### src/hdl/ppu_defines.svh
// Widths and thresholds of the N64 video front end, included by the package, RTL and testbench
`ifndef PPU_DEFINES_SVH
`define PPU_DEFINES_SVH

// ======================================================================
// Color and sync widths
// ======================================================================

// Bits per color channel on the N64 bus
`define PPU_COLOR_W_I 7

// Bits per color channel after expansion
`define PPU_COLOR_W_O 8

// vsync_n, clamp_n, hsync_n, csync_n
`define PPU_SYNC_W 4

// ======================================================================
// Video detection and configuration
// ======================================================================

`define PPU_LINE_CNT_W 10

// Fields longer than this are PAL
`define PPU_PAL_LINE_THRESHOLD 290

`define PPU_GAMMA_W 2

`endif

### src/hdl/ppu_pkg.sv
// Shared types of the N64 post-processing front end, referenced by scoped name from each block
`include "ppu_defines.svh"

package ppu_pkg;

  // Active-low sync bits as they appear in the sync word
  typedef struct packed {
    logic vsync_n;
    logic clamp_n;
    logic hsync_n;
    logic csync_n;
  } sync_bits_t;

  typedef struct packed {
    logic [`PPU_COLOR_W_I-`PPU_SYNC_W-1:0] pad;
    sync_bits_t                             sync;
  } vd_sync_word_t;

  // nVDSYNC low selects the sync view, high the color view
  typedef union packed {
    logic [`PPU_COLOR_W_I-1:0] color;
    vd_sync_word_t             ctrl;
  } vd_word_u;

  typedef struct packed {
    logic [`PPU_COLOR_W_I-1:0] r;
    logic [`PPU_COLOR_W_I-1:0] g;
    logic [`PPU_COLOR_W_I-1:0] b;
  } rgb21_t;

  typedef struct packed {
    logic [`PPU_COLOR_W_O-1:0] r;
    logic [`PPU_COLOR_W_O-1:0] g;
    logic [`PPU_COLOR_W_O-1:0] b;
  } rgb24_t;

  typedef struct packed {
    sync_bits_t sync;
    rgb21_t     rgb;
  } pix21_t;

  typedef struct packed {
    sync_bits_t sync;
    rgb24_t     rgb;
  } pix24_t;

  // Host configuration word
  typedef struct packed {
    logic [`PPU_GAMMA_W-1:0] gamma_sel;
    logic                    color_16bit;
    logic                    deblur;
  } ppu_cfg_t;

  typedef struct packed {
    logic detected;
    logic pal;
    logic interlaced;
  } vinfo_t;

  typedef struct packed {
    logic     vdata_detected;
    logic     pal;
    logic     interlaced;
    logic     deblur_active;
    ppu_cfg_t cfg;
  } ppu_state_t;

  // Gamma curve codes, code 3 falls back to linear
  parameter logic [`PPU_GAMMA_W-1:0] GAMMA_LINEAR = 2'd0;
  parameter logic [`PPU_GAMMA_W-1:0] GAMMA_BRIGHT = 2'd1;
  parameter logic [`PPU_GAMMA_W-1:0] GAMMA_DARK   = 2'd2;

endpackage

### src/hdl/ppu_config_regs.sv
// Host configuration register with state readback; sits beside the video pipeline it steers
`timescale 1ns/1ns

module ppu_config_regs (
  input  logic                N64_CLK_i,
  input  logic                rst_i,
  input  logic                cfg_we_i,
  input  ppu_pkg::ppu_cfg_t   cfg_wdata_i,
  input  ppu_pkg::vinfo_t     vinfo_i,
  output ppu_pkg::ppu_cfg_t   cfg_o,
  output logic                deblur_active_o,
  output ppu_pkg::ppu_state_t ppu_state_o
);

  ppu_pkg::ppu_cfg_t cfg_q;

  // ======================================================================
  // Configuration word
  // ======================================================================

  // Written value is in force from the next cycle on
  always_ff @(posedge N64_CLK_i) begin
    if (rst_i) begin
      cfg_q <= '0;
    end else if (cfg_we_i) begin
      cfg_q <= cfg_wdata_i;
    end
  end

  assign cfg_o = cfg_q;

  // Deblur only makes sense on 240p/288p, so interlaced video blocks it
  assign deblur_active_o = cfg_q.deblur & ~vinfo_i.interlaced;

  // ======================================================================
  // State readback
  // ======================================================================

  always_comb begin
    ppu_state_o.vdata_detected = vinfo_i.detected;
    ppu_state_o.pal            = vinfo_i.pal;
    ppu_state_o.interlaced     = vinfo_i.interlaced;
    ppu_state_o.deblur_active  = deblur_active_o;
    ppu_state_o.cfg            = cfg_q;
  end

endmodule

### src/hdl/n64_vinfo_detect.sv
// Video information detection; counts lines per field from the demux sync strobes
`timescale 1ns/1ns
`include "ppu_defines.svh"

module n64_vinfo_detect (
  input  logic                N64_CLK_i,
  input  logic                rst_i,
  input  logic                sync_valid_i,
  input  ppu_pkg::sync_bits_t sync_i,
  output ppu_pkg::vinfo_t     vinfo_o
);

  localparam int LW = `PPU_LINE_CNT_W;

  ppu_pkg::sync_bits_t sync_prev_q;
  logic [LW-1:0]       line_cnt_q;
  logic [LW-1:0]       field_cnt_q;
  logic                vsync_seen_q;
  logic                hs_fall;
  logic                vs_fall;

  // Falling edges between two consecutive sync words
  assign hs_fall = sync_valid_i & sync_prev_q.hsync_n & ~sync_i.hsync_n;
  assign vs_fall = sync_valid_i & sync_prev_q.vsync_n & ~sync_i.vsync_n;

  always_ff @(posedge N64_CLK_i) begin
    if (rst_i) begin
      sync_prev_q  <= '1;
      line_cnt_q   <= '0;
      field_cnt_q  <= '0;
      vsync_seen_q <= 1'b0;
      vinfo_o      <= '0;
    end else begin
      if (sync_valid_i) begin
        sync_prev_q <= sync_i;
      end

      if (vs_fall) begin
        // A line start in the same word already belongs to the new field
        line_cnt_q   <= hs_fall ? LW'(1) : '0;
        field_cnt_q  <= line_cnt_q;
        vsync_seen_q <= 1'b1;

        // First field is partial, so flags wait for the second vsync
        if (vsync_seen_q) begin
          vinfo_o.detected   <= 1'b1;
          vinfo_o.pal        <= line_cnt_q > LW'(`PPU_PAL_LINE_THRESHOLD);
          vinfo_o.interlaced <= line_cnt_q != field_cnt_q;
        end
      end else if (hs_fall) begin
        line_cnt_q <= line_cnt_q + 1'b1;
      end
    end
  end

endmodule

### src/hdl/n64_vdemux.sv
// Demultiplexer of the 7-bit N64 video bus into RGB pixels with 240p deblur and 16-bit mode
`timescale 1ns/1ns
`include "ppu_defines.svh"

module n64_vdemux (
  input  logic                N64_CLK_i,
  input  logic                rst_i,
  input  logic                nvdsync_i,
  input  ppu_pkg::vd_word_u   vd_i,
  input  logic                color_16bit_i,
  input  logic                deblur_active_i,
  output logic                sync_valid_o,
  output ppu_pkg::sync_bits_t sync_o,
  output logic                pix_valid_o,
  output ppu_pkg::pix21_t     pix_o
);

  localparam int CW = `PPU_COLOR_W_I;

  // Phase within a unit; idle after B until the next sync word
  localparam logic [1:0] PH_R    = 2'd0;
  localparam logic [1:0] PH_G    = 2'd1;
  localparam logic [1:0] PH_B    = 2'd2;
  localparam logic [1:0] PH_IDLE = 2'd3;

  logic [1:0]    phase_q;
  logic          keep_q;
  logic [CW-1:0] r_q;
  logic [CW-1:0] g_q;
  logic          b_sample;

  // Clears the two LSBs to mimic the 5-bit color of 16-bit framebuffers
  function automatic logic [CW-1:0] mask16(input logic [CW-1:0] c, input logic en);
    mask16 = en ? {c[CW-1:2], 2'b00} : c;
  endfunction

  assign b_sample = nvdsync_i & (phase_q == PH_B);

  // ======================================================================
  // Control
  // ======================================================================

  always_ff @(posedge N64_CLK_i) begin
    if (rst_i) begin
      phase_q      <= PH_IDLE;
      keep_q       <= 1'b0;
      sync_valid_o <= 1'b0;
      pix_valid_o  <= 1'b0;
    end else begin
      sync_valid_o <= ~nvdsync_i;
      pix_valid_o  <= b_sample & (keep_q | ~deblur_active_i);

      if (!nvdsync_i) begin
        phase_q <= PH_R;
        // Line start restarts the keep pattern with a kept unit
        keep_q  <= vd_i.ctrl.sync.hsync_n ? ~keep_q : 1'b1;
      end else if (phase_q != PH_IDLE) begin
        phase_q <= phase_q + 1'b1;
      end
    end
  end

  // ======================================================================
  // Data capture
  // ======================================================================

  // sync_o holds the nibble of the current unit for the whole unit
  always_ff @(posedge N64_CLK_i) begin
    if (!nvdsync_i) begin
      sync_o <= vd_i.ctrl.sync;
    end else begin
      case (phase_q)
        PH_R: r_q <= vd_i.color;
        PH_G: g_q <= vd_i.color;
        PH_B: begin
          pix_o.sync  <= sync_o;
          pix_o.rgb.r <= mask16(r_q, color_16bit_i);
          pix_o.rgb.g <= mask16(g_q, color_16bit_i);
          pix_o.rgb.b <= mask16(vd_i.color, color_16bit_i);
        end
        default: ;
      endcase
    end
  end

endmodule

### src/hdl/gamma_correct.sv
// Two-stage gamma correction; expands 7-bit colors to 8 bits and applies a computed curve
`timescale 1ns/1ns
`include "ppu_defines.svh"

module gamma_correct (
  input  logic                    N64_CLK_i,
  input  logic                    rst_i,
  input  logic [`PPU_GAMMA_W-1:0] gamma_sel_i,
  input  logic                    pix_valid_i,
  input  ppu_pkg::pix21_t         pix_i,
  output logic                    vout_valid_o,
  output ppu_pkg::pix24_t         vout_o
);

  localparam int CW_I = `PPU_COLOR_W_I;
  localparam int CW_O = `PPU_COLOR_W_O;

  logic [CW_I-1:0]     chan_in [3];
  logic [CW_O-1:0]     e_q     [3];
  logic [CW_O-1:0]     corr_q  [3];
  logic                sub_q;
  logic                valid1_q;
  ppu_pkg::sync_bits_t sync1_q;

  // Repeat the MSB so full scale maps to full scale
  function automatic logic [CW_O-1:0] expand(input logic [CW_I-1:0] c);
    expand = {c, c[CW_I-1]};
  endfunction

  function automatic logic [CW_O-1:0] corr_term(input logic [CW_O-1:0]     e,
                                                input logic [`PPU_GAMMA_W-1:0] sel);
    case (sel)
      ppu_pkg::GAMMA_BRIGHT: corr_term = ({CW_O{1'b1}} - e) >> 2;
      ppu_pkg::GAMMA_DARK:   corr_term = e >> 2;
      ppu_pkg::GAMMA_LINEAR: corr_term = '0;
      default:               corr_term = '0;
    endcase
  endfunction

  assign chan_in[0] = pix_i.rgb.r;
  assign chan_in[1] = pix_i.rgb.g;
  assign chan_in[2] = pix_i.rgb.b;

  always_ff @(posedge N64_CLK_i) begin
    if (rst_i) begin
      valid1_q     <= 1'b0;
      vout_valid_o <= 1'b0;
    end else begin
      valid1_q     <= pix_valid_i;
      vout_valid_o <= valid1_q;
    end
  end

  // Stage 1 expands and forms the term, stage 2 adds or subtracts it
  always_ff @(posedge N64_CLK_i) begin
    for (int i = 0; i < 3; i++) begin
      e_q[i]    <= expand(chan_in[i]);
      corr_q[i] <= corr_term(expand(chan_in[i]), gamma_sel_i);
    end
    sub_q   <= gamma_sel_i == ppu_pkg::GAMMA_DARK;
    sync1_q <= pix_i.sync;

    // No wrap in either direction: e + (255-e)/4 <= 255 and e - e/4 >= 0
    vout_o.sync  <= sync1_q;
    vout_o.rgb.r <= sub_q ? e_q[0] - corr_q[0] : e_q[0] + corr_q[0];
    vout_o.rgb.g <= sub_q ? e_q[1] - corr_q[1] : e_q[1] + corr_q[1];
    vout_o.rgb.b <= sub_q ? e_q[2] - corr_q[2] : e_q[2] + corr_q[2];
  end

endmodule

### src/hdl/n64_ppu_top.sv
// Top level of the N64 post-processing front end; joins config, detection, demux and gamma
`timescale 1ns/1ns
`include "ppu_defines.svh"

module n64_ppu_top (
  input  logic                      N64_CLK_i,
  input  logic                      rst_i,
  input  logic                      nvdsync_i,
  input  logic [`PPU_COLOR_W_I-1:0] vd_i,
  input  logic                      cfg_we_i,
  input  ppu_pkg::ppu_cfg_t         cfg_wdata_i,
  output ppu_pkg::ppu_state_t       ppu_state_o,
  output ppu_pkg::pix24_t           vout_o,
  output logic                      vout_valid_o
);

  ppu_pkg::ppu_cfg_t   cfg;
  ppu_pkg::vinfo_t     vinfo;
  ppu_pkg::sync_bits_t sync;
  ppu_pkg::pix21_t     pix21;
  logic                deblur_active;
  logic                sync_valid;
  logic                pix_valid;

  // ======================================================================
  // Configuration and video information
  // ======================================================================

  ppu_config_regs config_regs_i (
    .N64_CLK_i      (N64_CLK_i),
    .rst_i          (rst_i),
    .cfg_we_i       (cfg_we_i),
    .cfg_wdata_i    (cfg_wdata_i),
    .vinfo_i        (vinfo),
    .cfg_o          (cfg),
    .deblur_active_o(deblur_active),
    .ppu_state_o    (ppu_state_o)
  );

  n64_vinfo_detect vinfo_detect_i (
    .N64_CLK_i   (N64_CLK_i),
    .rst_i       (rst_i),
    .sync_valid_i(sync_valid),
    .sync_i      (sync),
    .vinfo_o     (vinfo)
  );

  // ======================================================================
  // Pixel pipeline
  // ======================================================================

  n64_vdemux vdemux_i (
    .N64_CLK_i      (N64_CLK_i),
    .rst_i          (rst_i),
    .nvdsync_i      (nvdsync_i),
    .vd_i           (vd_i),
    .color_16bit_i  (cfg.color_16bit),
    .deblur_active_i(deblur_active),
    .sync_valid_o   (sync_valid),
    .sync_o         (sync),
    .pix_valid_o    (pix_valid),
    .pix_o          (pix21)
  );

  gamma_correct gamma_i (
    .N64_CLK_i   (N64_CLK_i),
    .rst_i       (rst_i),
    .gamma_sel_i (cfg.gamma_sel),
    .pix_valid_i (pix_valid),
    .pix_i       (pix21),
    .vout_valid_o(vout_valid_o),
    .vout_o      (vout_o)
  );

endmodule

### config.mk
export PLATFORM = sky130hd
export DESIGN_NAME = n64_ppu_top
export DESIGN_NICKNAME = d
export VERILOG_FILES = /design/src/hdl/ppu_pkg.sv /design/src/hdl/ppu_config_regs.sv /design/src/hdl/n64_vinfo_detect.sv /design/src/hdl/n64_vdemux.sv /design/src/hdl/gamma_correct.sv /design/src/hdl/n64_ppu_top.sv
export VERILOG_INCLUDE_DIRS = /design/src /design/src/hdl
export SDC_FILE = /design/constraint.sdc
export NUM_CORES = 1
export LEC_CHECK = 0
export CORE_UTILIZATION = 41
export CTS_CLUSTER_DIAMETER = 120
export DETAILED_ROUTE_END_ITERATION = 10
export DONT_BUFFER_PORTS = 1
export GPL_ROUTABILITY_DRIVEN = 0
export SYNTH_ARGS = -nofsm -noshare
export SYNTH_HDL_FRONTEND = slang
export SYNTH_SLANG_ARGS = --single-unit
export TNS_END_PERCENT = 20
### constraint.sdc
create_clock -name N64_CLK_i -period 5.8 [get_ports N64_CLK_i]
set_input_delay 1.74 -clock N64_CLK_i [delete_from_list [all_inputs] [get_ports N64_CLK_i]]
set_output_delay 1.74 -clock N64_CLK_i [all_outputs]
set_load 0.02 [all_outputs]
==> flow_metrics.tcl, run 1 <==
set metrics [dict create \
    place_area_um2 5930 \
    io_pins 52 \
    cp-end-kind "primary output" \
    critPathRequiredTime_ns 4.06 \
    die_h_um 121 \
    ys.warnings.count 0 \
    row_count 43 \
    cts-root-buf "clkbuf_16" \
    max_clock_freq_ghz 0.328 \
    first_pass_iters 6 \
    hold_path_end "gamma_i.vout_o[26]" \
    leakagePower_nw 2.53 \
    synth_top_cell_by_area "dfxtp_1" \
    synth_compound_area_frac 0.0812 \
    hold_start "gamma_i.sync1_q[2]" \
    layout-drive-gt1-share 0.0702 \
    fp.dieW_um 121 \
    status "finished, final reports clean" \
    dieArea_um2 14600 \
    dp_hpwl_um 6700 \
    ctsHtreeMaxLevel 4 \
    rsz0062_at_grt "no" \
    grt_pass1_wl_um 16000 \
    path_buf_inv 0 \
    cts_tree "built" \
    numCtsBuffers 17 \
    antenna_found_initial 0 \
    synthMuxAreaShare 0.0156 \
    synth_cell_types 41 \
    synth_cells 512 \
    drt_wl_total_um 9350 \
    drv_slew 0 \
    antenna_cells 0 \
    syn_area_per_cell_um2 11.3 \
    slowest_delay_ns 0.46 \
    r2r_slack_ns 3.24 \
    min_path_cells 0 \
    startpoint "config_regs_i.cfg_o[0]" \
    cts_max_path_buffers 2 \
    clock_sinks 152 \
    grt_overflow 0 \
    p_per_area_nw_per_um2 422 \
    relSlewSlack 0.201 \
    arrival_ns 1.31 \
    peakVddDrop_v 0.000214 \
    hp-class "register to register" \
    setup_viol 0 \
    portBuffers 0 \
    cpMaxStageDelayCell "dfxtp_1" \
    start_kind "register" \
    syn_nets 560 \
    synth_top_area_share 0.378 \
    drc_errors 0 \
    grt_use_total 0.145 \
    final-seq-area_um2 3470 \
    reg2reg_from "gamma_i.sub_q" \
    design_area_um2 6540 \
    final.period_utilization 0.526 \
    nFillCells 1258 \
    reg2reg_to "gamma_i.vout_o[7]" \
    vias_per_cell 4.75 \
    path_cells "nor2b_1" \
    path_class "register to primary output" \
    cap_viol_max_count 0 \
    grt_max_degree 30 \
    tightest_slew_ns 1.20 \
    drtAntennaViolNets 0 \
    clock_latency_ns 0.41 \
    ys_seq_elements 152 \
    syn2layout_area_growth_pct 13.1 \
    hold_violations 0 \
    fin_worst_skew_ns 0.00849 \
    cts_resized 0 \
    via_count 3356 \
    clkSlewWorstSetupHoldPaths_ns 0.06 \
    synth-xor-area-share 0.0758 \
    yosys.area_share.simple 0.119 \
    routedWlPerCell_um 13.2 \
    final_nets 562 \
    fin_crit_ns 3.05 \
    cp_max_fo 3 \
    reg2reg_depth 7 \
    ctsHoldBuffers 0 \
    synth_seq_area_share 0.601 \
    synth.cell_area_um2 5780 \
    ys_top_cells_by_area "dfxtp_1 38%, edfxtp_1 22%, ha_1 6.5%" \
    drt_iter0_drc 89 \
    coreArea_um2 13800 \
    grt_pass1_vias 3347 \
    synthAdderAreaFrac 0.0753 \
    setup_tns_ns 0 \
    synth_top_family_by_area "simple AND/OR/NAND/NOR gates" \
    start_util 0.418 \
    crit_family "flip-flops" \
    post-cts-setup-buffers 0 \
    multi_input_area_um2 2120 \
]
## routing by layer
layer | wire length, µm | part of all wire | GRT usage | vias to the layer above
li1 | - | - | - | 1737
met1 | 4310 | 0.46 | 0.172 | 1544
met2 | 4450 | 0.48 | 0.235 | 63
met3 | 422 | 0.045 | 0.0500 | 12
met4 | 165 | 0.018 | 0.0718 | 0
met5 | 0 | 0 | 0 | -
## area by class of cell
class                           instances  area share
Clock inverter                          7      0.0176
Inverter                               29      0.0166
Multi-Input combinational cell        314       0.324
Sequential cell                       152       0.531
Tap cell                              180      0.0344
Clock buffer                           25      0.0760
## worst reg2reg max path: stages (launching register included)
cell and delay (ns):
dfxtp_1 0.80, mux2i_1 0.40, ha_1 0.28, nor2b_1 0.14, o2111ai_1 0.18, nand3_1 0.12
o41ai_1 0.34, xnor2_1 0.15
## worst max path at each step
stage	slack (ns)	endpoint	cells after the start
after floorplan	3.13	vdemux_i.pix_o[0]	2
after global placement	2.93	vdemux_i.pix_o[20]	2
after detailed placement	2.89	vdemux_i.pix_o[20]	2
after CTS	2.73	ppu_state_o[4]	1
after global routing	2.70	ppu_state_o[4]	1
final	2.75	ppu_state_o[4]	1
## sequential cells by signal (all words and copies together), names as in the netlist, 2 cells and up
register	flops
vinfo_detect_i.sync_prev_q	2
vdemux_i.pix_o	25
vdemux_i.sync_o	4
vinfo_detect_i.vinfo_o	3
vinfo_detect_i.line_cnt_q	10
gamma_i.vout_o	28
gamma_i.e_q	21
gamma_i.sync1_q	4
config_regs_i.cfg_o	4
vinfo_detect_i.field_cnt_q	10
gamma_i.corr_q	18
vdemux_i.phase_q	2
vdemux_i.r_q	7
vdemux_i.g_q	7
## per-stage QoR
step           power, mW  cells  hold slack [ns]  setup WS [ns]   util
2_1_floorplan       1.60    512            0.310           3.13      -
3_3_place_gp        1.65    675            0.318           2.93  0.429
3_5_place_dp        1.66    675            0.315           2.89  0.429
4_1_cts             2.79    707            0.326           2.73  0.473
5_1_grt             2.89    707            0.336           2.70  0.473
6_report            2.76    707            0.325           2.75  0.473
## Yosys cell counts
| library cell | number |
|---|---|
| and2_4 | 1 |
| o41ai_1 | 4 |
| a21oi_1 | 27 |
| nor2b_1 | 14 |
| a211oi_1 | 4 |
| or2_2 | 1 |
| xor2_1 | 16 |
| nand4_1 | 2 |
| buf_2 | 4 |
| nand4b_1 | 1 |
| a21o_1 | 5 |
| a31oi_1 | 2 |
| nor3_1 | 10 |
| nand2_1 | 50 |
| ha_1 | 30 |
| clkbuf_1 | 10 |
| clkbuf_2 | 1 |
| a211o_2 | 1 |
| or3_1 | 3 |
| nand2_2 | 1 |
| o21a_1 | 3 |
| dfxtp_1 | 109 |
| edfxtp_1 | 43 |
| a31o_2 | 2 |
| nand2b_1 | 2 |
| fa_1 | 3 |
| nor2_4 | 1 |
| and2_1 | 2 |
| o21ai_0 | 21 |
| nor4_1 | 3 |
| nand4_4 | 1 |
| and2b_2 | 2 |
| and3_1 | 3 |
| xnor2_1 | 34 |
| nand3_1 | 6 |
| inv_1 | 29 |
| buf_4 | 2 |
| o21bai_1 | 5 |
| mux2i_1 | 9 |
| nor2_1 | 42 |
| o2111ai_1 | 3 |
## cells in the final DEF, fill, tap and decap left out, types with 2 or more instances in the layout
master      count
o2111ai_1       3
nand2_1        50
clkinv_2        2
o41ai_1         4
ha_1           30
xnor2_1        34
mux2i_1         9
a21oi_1        27
inv_1          29
clkbuf_16      18
o21ai_0        21
nor3_1         10
nand3_1         6
nand4_1         2
o21bai_1        5
clkinvlp_4      2
fa_1            3
nand2b_1        2
a21o_1          5
clkbuf_1        5
nor4_1          3
a211oi_1        4
o21a_1          3
xor2_1         16
bufinv_16       3
and2b_2         2
nor2b_1        14
or3_1           3
nor2_1         42
a31o_2          2
edfxtp_1       43
and2_1          2
dfxtp_1       109
clkbuf_8        2
and3_1          3
a31oi_1         2
## power breakdown
part / internal [mW] / total (mW) / switching, mW
clock network: 0.725 / 1.13 / 0.402
logic: 0.139 / 0.287 / 0.148
registers: 1.20 / 1.34 / 0.139
## cell families after synthesis
family,Yosys count
flip-flops,152
AND/OR/NAND/NOR,145
AO/OA/AOI/OAI,77
XOR/XNOR,50
buffers and inverters,46
adder cells (fa/ha/maj),33
multiplexers,9
Power figures use the tool's default switching activity.
==> inputs of run 2 (changes only) <==
==> constraint.sdc (replaced) <==
create_clock -name N64_CLK_i -period 2.5 [get_ports N64_CLK_i]
set_input_delay 0.75 -clock N64_CLK_i [delete_from_list [all_inputs] [get_ports N64_CLK_i]]
set_output_delay 0.75 -clock N64_CLK_i [all_outputs]
set_load 0.02 [all_outputs]
==> flow_metrics.tcl, run 2 (synthesis results as in run 1) <==
set metrics [dict create \
    drt_wl_total_um 9630 \
    fp.dieW_um 121 \
    relSlewSlack 0.634 \
    clock_latency_ns 0.41 \
    nFillCells 1251 \
    coreArea_um2 13800 \
    combPwrFrac 0.112 \
    dp_hpwl_um 6810 \
    drtAntennaViolNets 0 \
    holdWs_ns 0.329 \
    max_clock_freq_ghz 0.447 \
    multi_input_area_um2 2130 \
    cp_max_fo 3 \
    drc_errors 0 \
    worst_path_most_repeated_cell "ha_1" \
    post-cts-setup-buffers 0 \
    rsz0062_at_grt "no" \
    cpMaxStageDelayCell "dfxtp_1" \
    syn2layout_area_growth_pct 12.4 \
    largest_registers "gamma_i.vout_o: 28 flops, vdemux_i.pix_o: 25 flops, gamma_i.e_q: 21 flops" \
    crit_family "adder cells" \
    layout_commonest_cell "dfxtp_1" \
    grt_pass1_vias 3453 \
    fin_crit_ns 2.24 \
    dieArea_um2 14600 \
    hp-class "register to register" \
    antenna_cells 0 \
    top_register "gamma_i.vout_o" \
    sw_frac_of_total 0.271 \
    row_count 43 \
    clkSlewWorstSetupHoldPaths_ns 0.06 \
    status "finished, final reports clean" \
    path_cells "inv_1 > ha_1 > mux2i_1 > ha_1 > nor2b_1 > o2111ai_1 > nand3_1 > o41ai_1 > xnor2_1" \
    via_count 3405 \
    start_kind "register" \
    final-seq-area_um2 3470 \
    internal_power_mw 4.41 \
    path_buf_inv 1 \
    cts_tree "built" \
    cp-end-kind "register" \
    layout_setup_ws_ns 0.264 \
    final_nets 566 \
    grt_pass1_wl_um 16400 \
    drt_iter0_drc 178 \
    portBuffers 0 \
    vias_per_cell 4.79 \
    io_pins 52 \
    power_frac_seq 0.515 \
    critPathRequiredTime_ns 2.79 \
    final.period_utilization 0.894 \
    power_frac_clock 0.373 \
    final_cell_mix "108 x dfxtp_1, 50 x nand2_1, 43 x edfxtp_1" \
    first_pass_iters 4 \
    setup_tns_ns 0 \
    p_switching_mw 1.64 \
    pre_cts_slack_ns 0.165 \
    largest_reg_flops 28 \
    ctsHoldBuffers 0 \
    leakagePower_nw 2.51 \
    routedWlPerCell_um 13.5 \
    die_h_um 121 \
    cts_max_path_buffers 2 \
    antenna_found_initial 0 \
    cap_viol_max_count 0 \
    layout-drive-gt1-share 0.0885 \
    tightest_slew_ns 0.550 \
    start_util 0.418 \
    grt_overflow 0 \
    fin_worst_skew_ns 0.00375 \
    numCtsBuffers 17 \
    ctsHtreeMaxLevel 4 \
    slowest_delay_ns 0.35 \
    drv_slew 0 \
    grt_use_total 0.148 \
    arrival_ns 2.53 \
    setup_viol 0 \
    hold_violations 0 \
    grt_max_degree 30 \
    peakVddDrop_v 0.000461 \
    p_per_area_nw_per_um2 931 \
    path_class "register to register" \
    clock_sinks 152 \
    cts-root-buf "clkbuf_16" \
]
[run 2: cell types whose count changed in the layout (fill, tap and decap cells not counted)]
| cell | change |
|---|---|
| bufinv_16 | -3 |
| mux2i_2 | +1 |
| clkinvlp_4 | +3 |
| dfxtp_1 | -1 |
| clkinv_4 | +2 |
| o41ai_1 | -1 |
| mux2i_1 | -1 |
| dfxtp_2 | +1 |
| buf_4 | +4 |
| clkbuf_8 | -1 |
| clkbuf_16 | -1 |
| o41ai_2 | +1 |
| clkinv_2 | +3 |
| clkbuf_1 | -3 |
[run 2: area by class of cell]
cell class	instances	area share
tap	180	0.0347
inverter	29	0.0168
sequential	152	0.535
clock buffer	20	0.0688
clock inverter	12	0.0123
timing repair buffer	4	0.00462
multi-input combinational	314	0.328
[run 2: repair_timing]
item / in CTS / in global routing
endpoints found under the setup margin: 0 / 2
gates resized for setup: 0 / 3
endpoints found under the hold margin: 0 / 0
[run 2: routing by layer]
layer	up-vias	wire, µm	global-route usage
met2	61	4530	0.240
met1	1584	4450	0.177
met5	-	0	0
met3	14	480	0.0524
met4	0	170	0.0656
li1	1746	-	-
[run 2: power groups by stage]
stage / combinational (mW) / clock, mW / sequential, mW
floorplan: 0.579 / 0 / 3.13
global placement: 0.656 / 0 / 3.17
detailed placement: 0.677 / 0 / 3.17
CTS: 0.681 / 2.31 / 3.12
global route: 0.783 / 2.42 / 3.15
finish: 0.679 / 2.25 / 3.11
[run 2: path summary, 6_finish.rpt]
kind / startpoint / to / slack (ns) / cells after the start
setup / recovery: gamma_i.corr_q[0][0] / gamma_i.vout_o[23] / 0.26 / 9
hold reg to reg: gamma_i.sync1_q[0] / gamma_i.vout_o[24] / 0.33 / 0
hold / removal: gamma_i.sync1_q[0] / gamma_i.vout_o[24] / 0.33 / 0
setup reg to reg: gamma_i.corr_q[0][0] / gamma_i.vout_o[23] / 0.26 / 9
[run 2: per-stage QoR]
step	utilization	instances	power, mW	area [µm²]
after detailed placement	0.431	679	3.85	5960
after CTS	0.469	711	6.11	6480
after floorplan	-	512	3.71	5780
after global placement	0.431	679	3.83	5960
after global routing	0.470	711	6.36	6500
final	0.470	711	6.05	6500
==> inputs of run 3 (changes only) <==
==> constraint.sdc (replaced) <==
create_clock -name N64_CLK_i -period 2.8 [get_ports N64_CLK_i]
set_input_delay 0.84 -clock N64_CLK_i [delete_from_list [all_inputs] [get_ports N64_CLK_i]]
set_output_delay 0.84 -clock N64_CLK_i [all_outputs]
set_load 0.02 [all_outputs]
==> flow_metrics.tcl, run 3 (synthesis results as in run 1) <==
set metrics [dict create \
    status "finished, final reports clean" \
    layout.cells.non_filler 709 \
    p_per_area_nw_per_um2 852 \
    multi_input_area_um2 2120 \
    top_register "gamma_i.vout_o" \
    final_cell_mix "109 x dfxtp_1, 50 x nand2_1, 43 x edfxtp_1" \
    drtAntennaViolNets 0 \
    grt_pass1_vias 3347 \
    grt_max_degree 30 \
    max_clock_freq_ghz 0.389 \
    die_h_um 121 \
    drt_iter0_drc 180 \
    crit_family "flip-flops" \
    hp-class "register to register" \
    largest_reg_flops 28 \
    tightest_slew_ns 0.723 \
    io_pins 52 \
    post-cts-setup-buffers 0 \
    slowest_delay_ns 0.79 \
    final-seq-area_um2 3470 \
    pre_cts_slack_ns 0.217 \
    largest_registers "gamma_i.vout_o: 28 flops, vdemux_i.pix_o: 25 flops, gamma_i.e_q: 21 flops" \
    clock_latency_ns 0.41 \
    antenna_cells 0 \
    fin_crit_ns 2.57 \
    start_kind "register" \
    ctsHtreeMaxLevel 4 \
    place_area_um2 5940 \
    utilization 0.470 \
    coreArea_um2 13800 \
    placed_cells 677 \
    final_nets 564 \
    antenna_found_initial 0 \
    cts-root-buf "clkbuf_16" \
    drv_slew 0 \
    syn2layout_area_growth_pct 12.5 \
    fin_worst_skew_ns 0.00710 \
    holdWs_ns 0.331 \
    cp_max_fo 21 \
    cp-end-kind "register" \
    grt_pass1_wl_um 16500 \
    via_count 3414 \
    hold_start "gamma_i.sync1_q[1]" \
    cts_tree "built" \
    start_util 0.418 \
    dieArea_um2 14600 \
    drc_errors 0 \
    drt_wl_total_um 9830 \
    rsz0062_at_grt "no" \
    reg2reg_from "gamma_i.sub_q" \
    first_pass_iters 4 \
    totalPowerFinal_mw 5.54 \
    path_buf_inv 0 \
    fp.dieW_um 121 \
    grt_use_total 0.149 \
    routedWlPerCell_um 13.9 \
    nFillCells 1234 \
    vias_per_cell 4.82 \
    startpoint "gamma_i.sub_q" \
    dp_hpwl_um 6930 \
    peakVddDrop_v 0.000421 \
    final.period_utilization 0.917 \
    path_cells "mux2i_1 > ha_1 > nor2b_1 > o2111ai_1 > nand3_1 > o41ai_1 > xnor2_1" \
    clock_sinks 152 \
    cpMaxStageDelayCell "dfxtp_1" \
    setup_tns_ns 0 \
    leakagePower_nw 2.51 \
    row_count 43 \
    portBuffers 0 \
    setup_viol 0 \
    design_area_um2 6500 \
    cap_viol_max_count 0 \
    clkSlewWorstSetupHoldPaths_ns 0.06 \
    critPathRequiredTime_ns 3.08 \
    layout-drive-gt1-share 0.0699 \
    grt_overflow 0 \
    path_class "register to register" \
    arrival_ns 2.85 \
    relSlewSlack 0.517 \
    layout_commonest_cell "dfxtp_1" \
    ctsHoldBuffers 0 \
    layout_setup_ws_ns 0.231 \
    numCtsBuffers 17 \
    cts_resized 0 \
    cts_max_path_buffers 2 \
    hold_violations 0 \
]
run 3: changes by cell type in the layout (fill, tap and decap cells not counted), sizes merged:
cell      change
clkbuf        +2
buf           -2
clkinvlp      -2
clkinv        -2
bufinv        +2
run 3: worst register-to-register path: cells and delay by family (launching register included):
kind	cells	cell delay (ns)
flip-flops	1	0.79
adder cells (fa/ha/maj)	1	0.29
multiplexers	1	0.41
XOR/XNOR	1	0.14
AO/OA/AOI/OAI	2	0.55
AND/OR/NAND/NOR	2	0.27
run 3: final timing paths:
kind	endpoint	slack, ns	cells after the start
max	gamma_i.vout_o[23]	0.23	7
min	gamma_i.vout_o[25]	0.33	0
max reg2reg	gamma_i.vout_o[23]	0.23	7
min reg2reg	gamma_i.vout_o[25]	0.33	0
run 3: cell type report:
| cell class | instances | share of cell area |
|---|---|---|
| repair buffers | 2 | 0.00231 |
| clock inverters | 10 | 0.0160 |
| clock buffers | 22 | 0.0699 |
| multi-input cells | 314 | 0.326 |
| inverters | 29 | 0.0167 |
| flip-flops and latches | 152 | 0.534 |
| well taps | 180 | 0.0346 |
run 3: power breakdown:
part	switching [mW]	internal (mW)	total [mW]
logic	0.313	0.291	0.604
registers	0.287	2.49	2.78
clock network	0.830	1.32	2.15
run 3: metal layers:
layer,routed length (µm),vias to the layer above,track usage
li1,-,1741,-
met4,137,0,0.0640
met3,480,12,0.0542
met1,4450,1595,0.176
met5,0,-,0
met2,4770,66,0.244
